$ cat config.mk
export PLATFORM = sky130hd
export DESIGN_NAME = db_engine
export DESIGN_NICKNAME = d
export VERILOG_FILES = /design/src/hw/db_pkg.sv /design/src/hw/db_engine.sv /design/src/hw/db_cmd_ctrl.sv /design/src/hw/db_store_array.sv /design/src/hw/mem_ram_sdp_sync.sv
export VERILOG_INCLUDE_DIRS = /design/src /design/src/hw
export SDC_FILE = /design/constraint.sdc
export NUM_CORES = 1
export LEC_CHECK = 0
export ABC_CLOCK_PERIOD_IN_PS = 5000
export BUFFER_PORTS_ARGS = -buffer_cell sky130_fd_sc_hd__buf_4
export CAP_MARGIN = 20
export CORE_UTILIZATION = 45
export DETAILED_ROUTE_END_ITERATION = 10
export GPL_ROUTABILITY_DRIVEN = 0
export GPL_TIMING_DRIVEN = 0
export PLACE_DENSITY = 0.66
export SLEW_MARGIN = 25
export SYNTH_ARGS = -nofsm -noshare
export SYNTH_HDL_FRONTEND = slang
export SYNTH_SLANG_ARGS = --single-unit
$ cat constraint.sdc
create_clock -name clk -period 5 [get_ports clk]
set_input_delay 0.5 -clock clk [delete_from_list [all_inputs] [get_ports clk]]
set_output_delay 0.5 -clock clk [all_outputs]
set_load 0.05 [all_outputs]
$ cat src/hw/db_defs.svh
`ifndef DB_DEFS_SVH
`define DB_DEFS_SVH

// Key width, which also sets the RAM address width (64 entries)
`define DB_KEY_WID 6

// Stored value width
`define DB_VALUE_WID 16

// RAM word holds the valid bit above the value
`define DB_ENTRY_WID (`DB_VALUE_WID + 1)

`endif
$ cat src/hw/db_pkg.sv
package db_pkg;

    // Command opcodes
    typedef enum logic [1:0] {
        OP_GET = 2'd0,
        OP_SET = 2'd1,
        OP_DEL = 2'd2
    } db_op_t;

    // Memory clearing FSM
    typedef enum logic [1:0] {
        ST_RESET = 2'd0,
        ST_CLEAR = 2'd1,
        ST_READY = 2'd2
    } mem_init_state_t;

endpackage : db_pkg

$ cat src/hw/db_engine.sv
`timescale 1ns/1ns

`include "db_defs.svh"

module db_engine import db_pkg::*; (
    input  logic                     clk,
    input  logic                     rst_n,

    input  logic                     init,
    output logic                     init_done,

    // Commands
    input  logic                     cmd_valid,
    input  db_op_t                   cmd_op,
    input  logic [`DB_KEY_WID-1:0]   cmd_key,
    input  logic [`DB_VALUE_WID-1:0] cmd_value,
    output logic                     cmd_rdy,

    // Responses
    output logic                     rsp_valid,
    output logic                     rsp_found,
    output logic [`DB_VALUE_WID-1:0] rsp_value
);

    // --------------------------------------------------
    // Store connections
    // --------------------------------------------------
    logic                     wr_req;
    logic [`DB_KEY_WID-1:0]   wr_key;
    logic                     wr_valid_bit;
    logic [`DB_VALUE_WID-1:0] wr_value;
    logic                     wr_rdy;
    logic                     rd_req;
    logic [`DB_KEY_WID-1:0]   rd_key;
    logic                     rd_ack;
    logic                     rd_valid_bit;
    logic [`DB_VALUE_WID-1:0] rd_value;

    db_cmd_ctrl i_db_cmd_ctrl (
        .clk          ( clk ),
        .rst_n        ( rst_n ),
        .cmd_valid    ( cmd_valid ),
        .cmd_op       ( cmd_op ),
        .cmd_key      ( cmd_key ),
        .cmd_value    ( cmd_value ),
        .cmd_rdy      ( cmd_rdy ),
        .wr_req       ( wr_req ),
        .wr_key       ( wr_key ),
        .wr_valid_bit ( wr_valid_bit ),
        .wr_value     ( wr_value ),
        .wr_rdy       ( wr_rdy ),
        .rd_req       ( rd_req ),
        .rd_key       ( rd_key ),
        .rd_ack       ( rd_ack ),
        .rd_valid_bit ( rd_valid_bit ),
        .rd_value     ( rd_value ),
        .rsp_valid    ( rsp_valid ),
        .rsp_found    ( rsp_found ),
        .rsp_value    ( rsp_value )
    );

    // Write ack and read ready are not needed by the controller
    db_store_array i_db_store_array (
        .clk          ( clk ),
        .rst_n        ( rst_n ),
        .init         ( init ),
        .init_done    ( init_done ),
        .wr_req       ( wr_req ),
        .wr_key       ( wr_key ),
        .wr_valid_bit ( wr_valid_bit ),
        .wr_value     ( wr_value ),
        .wr_rdy       ( wr_rdy ),
        .wr_ack       ( ),
        .rd_req       ( rd_req ),
        .rd_key       ( rd_key ),
        .rd_rdy       ( ),
        .rd_ack       ( rd_ack ),
        .rd_valid_bit ( rd_valid_bit ),
        .rd_value     ( rd_value )
    );

endmodule : db_engine

$ cat src/hw/db_cmd_ctrl.sv
`timescale 1ns/1ns

`include "db_defs.svh"

module db_cmd_ctrl import db_pkg::*; (
    input  logic                     clk,
    input  logic                     rst_n,

    // Command port
    input  logic                     cmd_valid,
    input  db_op_t                   cmd_op,
    input  logic [`DB_KEY_WID-1:0]   cmd_key,
    input  logic [`DB_VALUE_WID-1:0] cmd_value,
    output logic                     cmd_rdy,

    // Store write side
    output logic                     wr_req,
    output logic [`DB_KEY_WID-1:0]   wr_key,
    output logic                     wr_valid_bit,
    output logic [`DB_VALUE_WID-1:0] wr_value,
    input  logic                     wr_rdy,

    // Store read side
    output logic                     rd_req,
    output logic [`DB_KEY_WID-1:0]   rd_key,
    input  logic                     rd_ack,
    input  logic                     rd_valid_bit,
    input  logic [`DB_VALUE_WID-1:0] rd_value,

    // Response port
    output logic                     rsp_valid,
    output logic                     rsp_found,
    output logic [`DB_VALUE_WID-1:0] rsp_value
);

    // --------------------------------------------------
    // Command decode
    // --------------------------------------------------
    logic cmd_accept;
    logic get_accept;
    logic is_set;
    logic is_del;

    // Read and write ready move together, so one is enough
    assign cmd_rdy    = wr_rdy;
    assign cmd_accept = cmd_valid && cmd_rdy;

    assign is_set     = (cmd_op == OP_SET);
    assign is_del     = (cmd_op == OP_DEL);
    assign get_accept = cmd_accept && (cmd_op == OP_GET);

    // SET stores the value, DEL leaves a zeroed invalid entry
    assign wr_req       = cmd_accept && (is_set || is_del);
    assign wr_key       = cmd_key;
    assign wr_valid_bit = is_set;
    assign wr_value     = is_set ? cmd_value : '0;

    assign rd_req = get_accept;
    assign rd_key = cmd_key;

    // --------------------------------------------------
    // GET response
    // --------------------------------------------------
    always_ff @(posedge clk or negedge rst_n) begin
        if (!rst_n) begin
            rsp_valid <= 1'b0;
        end else begin
            rsp_valid <= rd_ack;
        end
    end

    always_ff @(posedge clk) begin
        if (rd_ack) begin
            rsp_found <= rd_valid_bit;
            rsp_value <= rd_valid_bit ? rd_value : '0;
        end
    end

    // One read register in the store plus the response register
    a_rsp_has_get: assert property (@(posedge clk) disable iff (!rst_n)
        rsp_valid |-> $past(get_accept, 2));

endmodule : db_cmd_ctrl

$ cat src/hw/db_store_array.sv
`timescale 1ns/1ns

`include "db_defs.svh"

module db_store_array import db_pkg::*; (
    input  logic                     clk,
    input  logic                     rst_n,

    input  logic                     init,
    output logic                     init_done,

    // Write side
    input  logic                     wr_req,
    input  logic [`DB_KEY_WID-1:0]   wr_key,
    input  logic                     wr_valid_bit,
    input  logic [`DB_VALUE_WID-1:0] wr_value,
    output logic                     wr_rdy,
    output logic                     wr_ack,

    // Read side
    input  logic                     rd_req,
    input  logic [`DB_KEY_WID-1:0]   rd_key,
    output logic                     rd_rdy,
    output logic                     rd_ack,
    output logic                     rd_valid_bit,
    output logic [`DB_VALUE_WID-1:0] rd_value
);

    // --------------------------------------------------
    // Entry packing
    // --------------------------------------------------
    logic [`DB_ENTRY_WID-1:0] mem_wr_data;
    logic [`DB_ENTRY_WID-1:0] mem_rd_data;

    // Cleared words read back as invalid
    assign mem_wr_data = {wr_valid_bit, wr_value};
    assign {rd_valid_bit, rd_value} = mem_rd_data;

    // --------------------------------------------------
    // Record memory
    // --------------------------------------------------
    mem_ram_sdp_sync i_mem_ram_sdp_sync (
        .clk       ( clk ),
        .rst_n     ( rst_n ),
        .clear     ( init ),
        .init_done ( init_done ),
        .wr_req    ( wr_req ),
        .wr_addr   ( wr_key ),
        .wr_data   ( mem_wr_data ),
        .wr_rdy    ( wr_rdy ),
        .wr_ack    ( wr_ack ),
        .rd_req    ( rd_req ),
        .rd_addr   ( rd_key ),
        .rd_rdy    ( rd_rdy ),
        .rd_ack    ( rd_ack ),
        .rd_data   ( mem_rd_data )
    );

    // Every entry was wiped before the first read, so no X can escape
    a_rd_data_known: assert property (@(posedge clk) disable iff (!rst_n)
        rd_ack |-> !$isunknown({rd_valid_bit, rd_value}));

endmodule : db_store_array

$ cat src/hw/mem_ram_sdp_sync.sv
`timescale 1ns/1ns

`include "db_defs.svh"

module mem_ram_sdp_sync import db_pkg::*; (
    input  logic                     clk,
    input  logic                     rst_n,

    input  logic                     clear,
    output logic                     init_done,

    // Write port
    input  logic                     wr_req,
    input  logic [`DB_KEY_WID-1:0]   wr_addr,
    input  logic [`DB_ENTRY_WID-1:0] wr_data,
    output logic                     wr_rdy,
    output logic                     wr_ack,

    // Read port
    input  logic                     rd_req,
    input  logic [`DB_KEY_WID-1:0]   rd_addr,
    output logic                     rd_rdy,
    output logic                     rd_ack,
    output logic [`DB_ENTRY_WID-1:0] rd_data
);

    // --------------------------------------------------
    // Clearing FSM
    // --------------------------------------------------
    mem_init_state_t          state;
    mem_init_state_t          state_nxt;
    logic [`DB_KEY_WID-1:0]   clr_addr;
    logic                     clearing;

    always_comb begin
        state_nxt = state;
        case (state)
            ST_RESET: state_nxt = ST_CLEAR;
            ST_CLEAR: if (clr_addr == '1) state_nxt = ST_READY;
            ST_READY: state_nxt = ST_READY;
            default:  state_nxt = ST_RESET;
        endcase
        // A clear request restarts the wipe from entry zero
        if (clear) state_nxt = ST_RESET;
    end

    always_ff @(posedge clk or negedge rst_n) begin
        if (!rst_n) begin
            state <= ST_RESET;
        end else begin
            state <= state_nxt;
        end
    end

    // Both RESET and CLEAR write one entry per cycle
    assign clearing = (state == ST_RESET) || (state == ST_CLEAR);

    always_ff @(posedge clk or negedge rst_n) begin
        if (!rst_n) begin
            clr_addr <= '0;
        end else if (clear) begin
            clr_addr <= '0;
        end else if (clearing) begin
            clr_addr <= clr_addr + 1'b1;
        end
    end

    assign init_done = (state == ST_READY);
    assign wr_rdy    = (state == ST_READY);
    assign rd_rdy    = (state == ST_READY);

    // --------------------------------------------------
    // Storage
    // --------------------------------------------------
    logic [`DB_ENTRY_WID-1:0] mem [0:(1 << `DB_KEY_WID)-1];
    logic                     wr_take;
    logic                     rd_take;

    assign wr_take = wr_req && wr_rdy;
    assign rd_take = rd_req && rd_rdy;

    // Clearing owns the write port until ready
    always_ff @(posedge clk) begin
        if (clearing) begin
            mem[clr_addr] <= '0;
        end else if (wr_take) begin
            mem[wr_addr] <= wr_data;
        end
    end

    always_ff @(posedge clk) begin
        if (rd_take) begin
            rd_data <= mem[rd_addr];
        end
    end

    always_ff @(posedge clk or negedge rst_n) begin
        if (!rst_n) begin
            wr_ack <= 1'b0;
            rd_ack <= 1'b0;
        end else begin
            wr_ack <= wr_take;
            rd_ack <= rd_take;
        end
    end

    // --------------------------------------------------
    // Assertions
    // --------------------------------------------------
    // Requesters must wait for ready
    a_no_req_while_busy: assert property (@(posedge clk) disable iff (!rst_n)
        (wr_req || rd_req) |-> (wr_rdy && rd_rdy));

    // A read taken right after a write to the same address acks with the new word
    a_rd_after_wr: assert property (@(posedge clk) disable iff (!rst_n)
        (rd_take && $past(wr_take) && (rd_addr == $past(wr_addr)))
        |=> (rd_ack && (rd_data == $past(wr_data, 2))));

endmodule : mem_ram_sdp_sync

# Word-level counts from Yosys, hierarchy flattened
# Memory sizes are Yosys's and may differ from the RTL's. A register that Yosys moved wholly into a read port is not among the register bits.
# Index checks and enable logic that the tools add are counted.
[op_classes]
n_bitwise = 0
reduce_logical = 11
n_mul = 0
mux = 14
div_mod_pow = 0
shifts = 0
magnitude_cmp = 0
n_eq_ne = 6
n_addsub = 1
[op_table]
columns = ["operator", "n"]
rows = [
  ["$mux 6", 3],
  ["$mux 17", 1],
  ["$reduce_or 17->1", 1],
  ["$mux 16", 1],
  ["$add 6x1->6 const B", 1],
  ["$eq 6x6->1 const B", 1],
  ["$mux 1", 6],
  ["$pmux 2 s3", 1],
  ["$logic_and 1x1->1", 5],
  ["$eq 2x1->1 const B", 2],
  ["$eq 2x2->1 const B", 2],
  ["$logic_not 2->1", 2],
  ["$mux 2", 2],
  ["$ne 3x3->1 const B", 1],
  ["$logic_or 1x1->1", 2],
  ["$reduce_bool 2->1", 1],
]
[word_totals]
reg_bits = 27
memories = 1
input_bits = 28
mem_bits_ro = 0
ramBits = 1088
wordCells = 39
out_inout_bits = 20
latch_bits = 0
[memory_table]
columns = ["memory", "depth", "width", "read_ports", "rd_ports_with_merged_regs", "write_ports", "line_no", "source"]
rows = [
  ["i_db_store_array.i_mem_ram_sdp_sync.mem", 64, 17, 1, 1, 1, "mem_ram_sdp_sync.sv:75", "logic [`DB_ENTRY_WID-1:0] mem [0:(1 << `DB_KEY_WID)-1];"],
]

# Longest topological paths before layout
[depth]
ltp_word = 9
depth_mapped = 9

# By module
# From an unflattened synthesis, not the netlist that was laid out.
[unflattened]
cells_unflattened = 2115
area_unflattened_um2 = 44236.2
[modules_own_cells]
columns = ["mod", "area_each_um2", "cells_each", "seq_area_each_um2", "instances"]
rows = [
  ["mem_ram_sdp_sync", 43304.0, 2043, 33432.1, 1],
  ["db_cmd_ctrl", 932.1, 72, 535.5, 1],
]

# Least setup slack after synthesis
# Ideal clock, no wire load.
[synth_timing]
kind = "register to register"
from = "register i_db_store_array.i_mem_ram_sdp_sync.state[0]"
to = "memory i_db_store_array.i_mem_ram_sdp_sync.mem[0][10] (netlist bit) (data pin)"
t_arrival_ns = 3.716
path_stages_with_launch = 7
t_required_ns = 4.633
slack_ns = 0.918
cell_sequence = "dfrtp_1 > inv_1 > ha_1 > nand4_1 > nor2_1 > clkbuf_1 > and2_1"
[synth_via]
elab_chain_len = 9
word_cells_on_any_way = 12
classes_between = "2 x eq/ne; 4 x mux; 6 x reduce/logical"
[synth_rtl]
columns = ["element", "line_no", "source"]
rows = [
  ["start, declared", "mem_ram_sdp_sync.sv:30", "mem_init_state_t state;"],
  ["start signal, assigned", "mem_ram_sdp_sync.sv:51", "state <= state_nxt;"],
  ["$eq 2x2->1 (*)", "mem_ram_sdp_sync.sv:69", "assign wr_rdy = (state == ST_READY);"],
  ["net cmd_rdy", "db_engine.sv:17", "output logic cmd_rdy,"],
  ["$logic_and 1x1->1", "db_cmd_ctrl.sv:46", "assign cmd_accept = cmd_valid && cmd_rdy;"],
  ["$logic_and 1x1->1", "db_cmd_ctrl.sv:53", "assign wr_req = cmd_accept && (is_set || is_del);"],
  ["$logic_and 1x1->1 (*)", "mem_ram_sdp_sync.sv:79", "assign wr_take = wr_req && wr_rdy;"],
  ["$mux 1 (*)", "mem_ram_sdp_sync.sv:86", "end else if (wr_take) begin"],
  ["$mux 1 (*)", "mem_ram_sdp_sync.sv:84", "if (clearing) begin"],
  ["$mux 1 (implied by the code) (*)", "mem_ram_sdp_sync.sv:87", "mem[wr_addr] <= wr_data;"],
  ["$reduce_or 17->1 (no line) (*)", "-", ""],
  ["$mux 17 (no line) (*)", "-", ""],
  ["end, declared", "mem_ram_sdp_sync.sv:75", ""],
]
# The timed path passes the listed nets; every way through them passes the cells marked *.

# Final worst setup path
[layout_timing]
from = "register i_db_store_array.i_mem_ram_sdp_sync.state[1]"
to = "memory i_db_store_array.i_mem_ram_sdp_sync.mem[7][13] (netlist bit) (enable)"
[layout_via]
elab_chain_len = 9
word_cells_on_any_way = 15
classes_between = "2 x eq/ne; 7 x mux; 6 x reduce/logical"
[layout_rtl]
columns = ["element", "line_no"]
rows = [
  ["$eq 2x2->1", "mem_ram_sdp_sync.sv:69"],
  ["$logic_and 1x1->1", "db_cmd_ctrl.sv:46"],
  ["$logic_and 1x1->1", "db_cmd_ctrl.sv:53"],
  ["$logic_and 1x1->1", "mem_ram_sdp_sync.sv:79"],
  ["$mux 1", "mem_ram_sdp_sync.sv:86"],
  ["$mux 1", "mem_ram_sdp_sync.sv:84"],
  ["$mux 1 (implied by the code)", "mem_ram_sdp_sync.sv:87"],
  ["$reduce_or 17->1 (no line)", "-"],
  ["$mux 6 (no line) or $mux 1 (tied branches)", "-"],
]
# Several ways; a longest one is shown, not always the timed one.

==> metrics <==
top cells by area, synth=edfxtp_1, mux4_2, nor2_1; Design Area, Final=between 0.05 and 0.06 mm²; Die ar.=0.0983 mm²; area grow syn2layout=15.2%; 1st-iter DRT viols=between 2,000 and 3,000; DR vias/cell=6.09; grt ovf=0; number of synthesized flops with an enable pin=about 1,100; fin cells=~3,600; Die Height=313 µm; initial antenna violation count=3; Core ar.=between 0.09 and 0.1 mm²; Fin Hold WS=0.187 ns; Rel. slew slack=around 25%; clock sinks=approximately 1,100; final antenna-violating net count=0; pwr dens=between 400 and 500 mW/mm²; failing checks=design-rule violations; pin count of the biggest net entering global routing=between 60 and 70; leak pwr=~18 nW; fmax=0.230 GHz; # H-tree levels=3; Total Power=around 20 mW; register area share after synthesis=just under 80%; Min Clock Period, post-route=about 4.3 ns; largest family of logic cells by synthesized area=multiplexers; worst slew pin tran=approximately 1.1 ns; antenna cells=0; Ports=between 40 and 50; Post-Synth XOR/XNOR Area=less than 1%; status=finished with violations; Mapped Nets=~2,000; share of layout cells above drive strength 1=slightly below 30%; Post-Synth Simple-Gate Area=2.81%; Netlist cell types=48; DRC Markers=1; fin crit share=86.9%; Total GRT Usage=approximately 22%; Post-Place Cell Area=between 0.04 and 0.05 mm²; clk_lat worst skew=just under 0.7 ns; Clock transition at path regs=approximately 0.06 ns; Final #Nets=2,238; share of the synthesized area in the top cell type=about 77%; crit path buf inv count=3; CTS tree=done; post-synthesis compound-gate area fraction=under 10%; DIE WIDTH=313 µm; Critical Path RT=5.37 ns; Clock Tree Buf Depth=3; placed cells=between 3,000 and 4,000; Worst EP arrival=about 4.7 ns; Setup CP Type=register to register; routing usage on met2=a little over a third; Synth Area per Inst=about 22 µm²; WL/cell=around 30 µm; Critical Path Source Type=register; Synth area leader=edfxtp_1; setup TNS=0 ns; post-CTS sizing=0; crit-path leading delay family=simple AND/OR/NAND/NOR gates; busiest grt layer=met2; mux cell area share after synthesis=roughly 15%; Worst R2R Setup Slack=~0.66 ns; unrepaired setup endpoints after global routing=no; YS warnings=0; Root Driver=clkbuf_16; worst-path maximum fanout=10; maximum vdd ir drop=264 µV; async set or reset register ratio after synthesis=0.883%; Cell Chain, Critical Path=inv_1, ha_1, nor2_1, nand4_1, buf_2, o21ai_0, nand2_1, nor2_2, buf_6; adder-cell share of the synthesized area=0.172%; Detailed Place HPWL=roughly 73 mm; vias in the first global route=21,700; CP Capture Type=register; post-synthesis register bit count=between 1,000 and 1,500; DRT Pass-1 Iters=10; Max Transition Viols Final=0; Clock Skew=0.0274 ns; ys flop type=edfxtp_1; Initial Utilization=between 40% and 50%; total wire length=between 100 and 150 mm; TritonCTS Buffers=around 110; max-cap check violation count=0; Final Hold Fails=0; slowest CP cell=nor2_2; routing usage on met1=a little over 30%; synthesized area=approximately 0.044 mm²; Finish-stage setup viols=0; Port Buffer Count=42; total number of vias=about 22,000; Row Count=approximately 110; first-pass GRT wire length=between 150 and 200 mm; Hold Crit Class=input pin to async pin; slowest cell delay on critical path=just under 0.8 ns; Post-Synthesis Cells=2,003; GR Util met3=under 10%
## cells by family (layout without fill, tap and decap cells)
logic type	after synthesis	count (layout)
mux	331	331
fa+ha+maj	6	6
flops	1132	1132
buf+inv	113	405
simple gates	266	266
compound gates	150	150
xor+xnor	5	5
## through the flow
step | util [%] | worst slack [ns]
after detailed placement | 48.9 | 0.740
after global placement | 47.7 | -1.65
after global routing | 52.6 | 0.554
after CTS | 52.6 | 0.824
final | 52.6 | 0.656
after floorplan | - | 0.918
## final cells by class
cell class | count | area, µm²
multi-input combinational | 758 | 9410
fill | 7309 | 45300
clock inverter | 73 | 793
buffer | 107 | 657
sequential | 1132 | 33900
timing repair buffer | 92 | 1120
inverter | 6 | 22.5
clock buffer | 127 | 2770
tap | 1265 | 1580
## state kept, by name (all words and copies together), names as in the netlist
| register | cells |
|---|---|
| i_db_store_array.i_mem_ram_sdp_sync.state | 2 |
| i_db_cmd_ctrl.rsp_found | 1 |
| i_db_store_array.i_mem_ram_sdp_sync.rd_data | 17 |
| i_db_store_array.i_mem_ram_sdp_sync.clr_addr | 6 |
| i_db_cmd_ctrl.rsp_value | 16 |
| i_db_store_array.i_mem_ram_sdp_sync.mem | 1088 |
| i_db_store_array.i_mem_ram_sdp_sync.rd_ack | 1 |
| i_db_cmd_ctrl.rsp_valid | 1 |
## power breakdown
part           internal, mW  switching (mW)  total, mW
Combinational         0.471           0.937       1.41
Sequential             10.6          0.0749       10.6
Clock                  4.79            3.45       8.24
## layout by cell type (no fill, tap or decap), drive strengths merged, types with 3 or more instances in the layout
cell type,n
dfrtp,10
nor2,137
o211ai,8
inv,10
nand2,32
xor2,3
buf,159
nand3,10
clkinvlp,7
nand2b,11
nor3,9
a22oi,21
a211oi,14
clkbuf,166
clkinv,46
o221ai,24
o31ai,15
a311o,7
bufinv,16
nor2b,22
a21oi,3
mux2,27
o22ai,35
edfxtp,1122
mux2i,46
mux4,258
ha,6
and2,34
o22a,7
o21ai,11
## per-layer routing
metal / share of wire (%) / vias to the layer above
met5: 0.021 / -
met4: 3.6 / 4
met3: 9.9 / 170
met2: 47 / 1162
met1: 40 / 11600
li1: - / 8799
## cells in the mapped netlist (all sizes together), types with 2 or more instances
cell type     n
a211oi       14
a21oi         3
a22oi        21
a311o         7
and2         34
buf          68
clkbuf       39
dfrtp        10
edfxtp     1122
ha            6
inv           6
mux2         27
mux2i        46
mux4        258
nand2        32
nand2b       11
nand3        10
nand3b        2
nor2        137
nor2b        22
nor3          9
o211ai        8
o21ai        11
o221ai       24
o22a          7
o22ai        35
o31ai        15
or2           2
or3           2
xnor2         2
xor2          3
## repair_timing
| action | in CTS | in global routing |
|---|---|---|
| hold endpoints to repair | 10 | 0 |
| hold buffers | 1 | 0 |
| buffers inserted | 0 | 0 |
| endpoints found under the setup margin | 0 | 0 |
## worst paths after layout
kind,depth (start not counted),start,end
worst min-delay path,2,rst_n,i_db_store_array.i_mem_ram_sdp_sync.clr_addr[2]
worst max-delay path,9,i_db_store_array.i_mem_ram_sdp_sync.state[1],i_db_store_array.i_mem_ram_sdp_sync.mem[7][13]
worst min register to register,1,i_db_store_array.i_mem_ram_sdp_sync.rd_data[2],i_db_cmd_ctrl.rsp_value[2]
max in group asynchronous,2,rst_n,i_db_store_array.i_mem_ram_sdp_sync.clr_addr[3]
min in group clk,2,init,i_db_store_array.i_mem_ram_sdp_sync.clr_addr[2]
worst max register to register,9,i_db_store_array.i_mem_ram_sdp_sync.state[1],i_db_store_array.i_mem_ram_sdp_sync.mem[7][13]
Power figures use the tool's default switching activity.
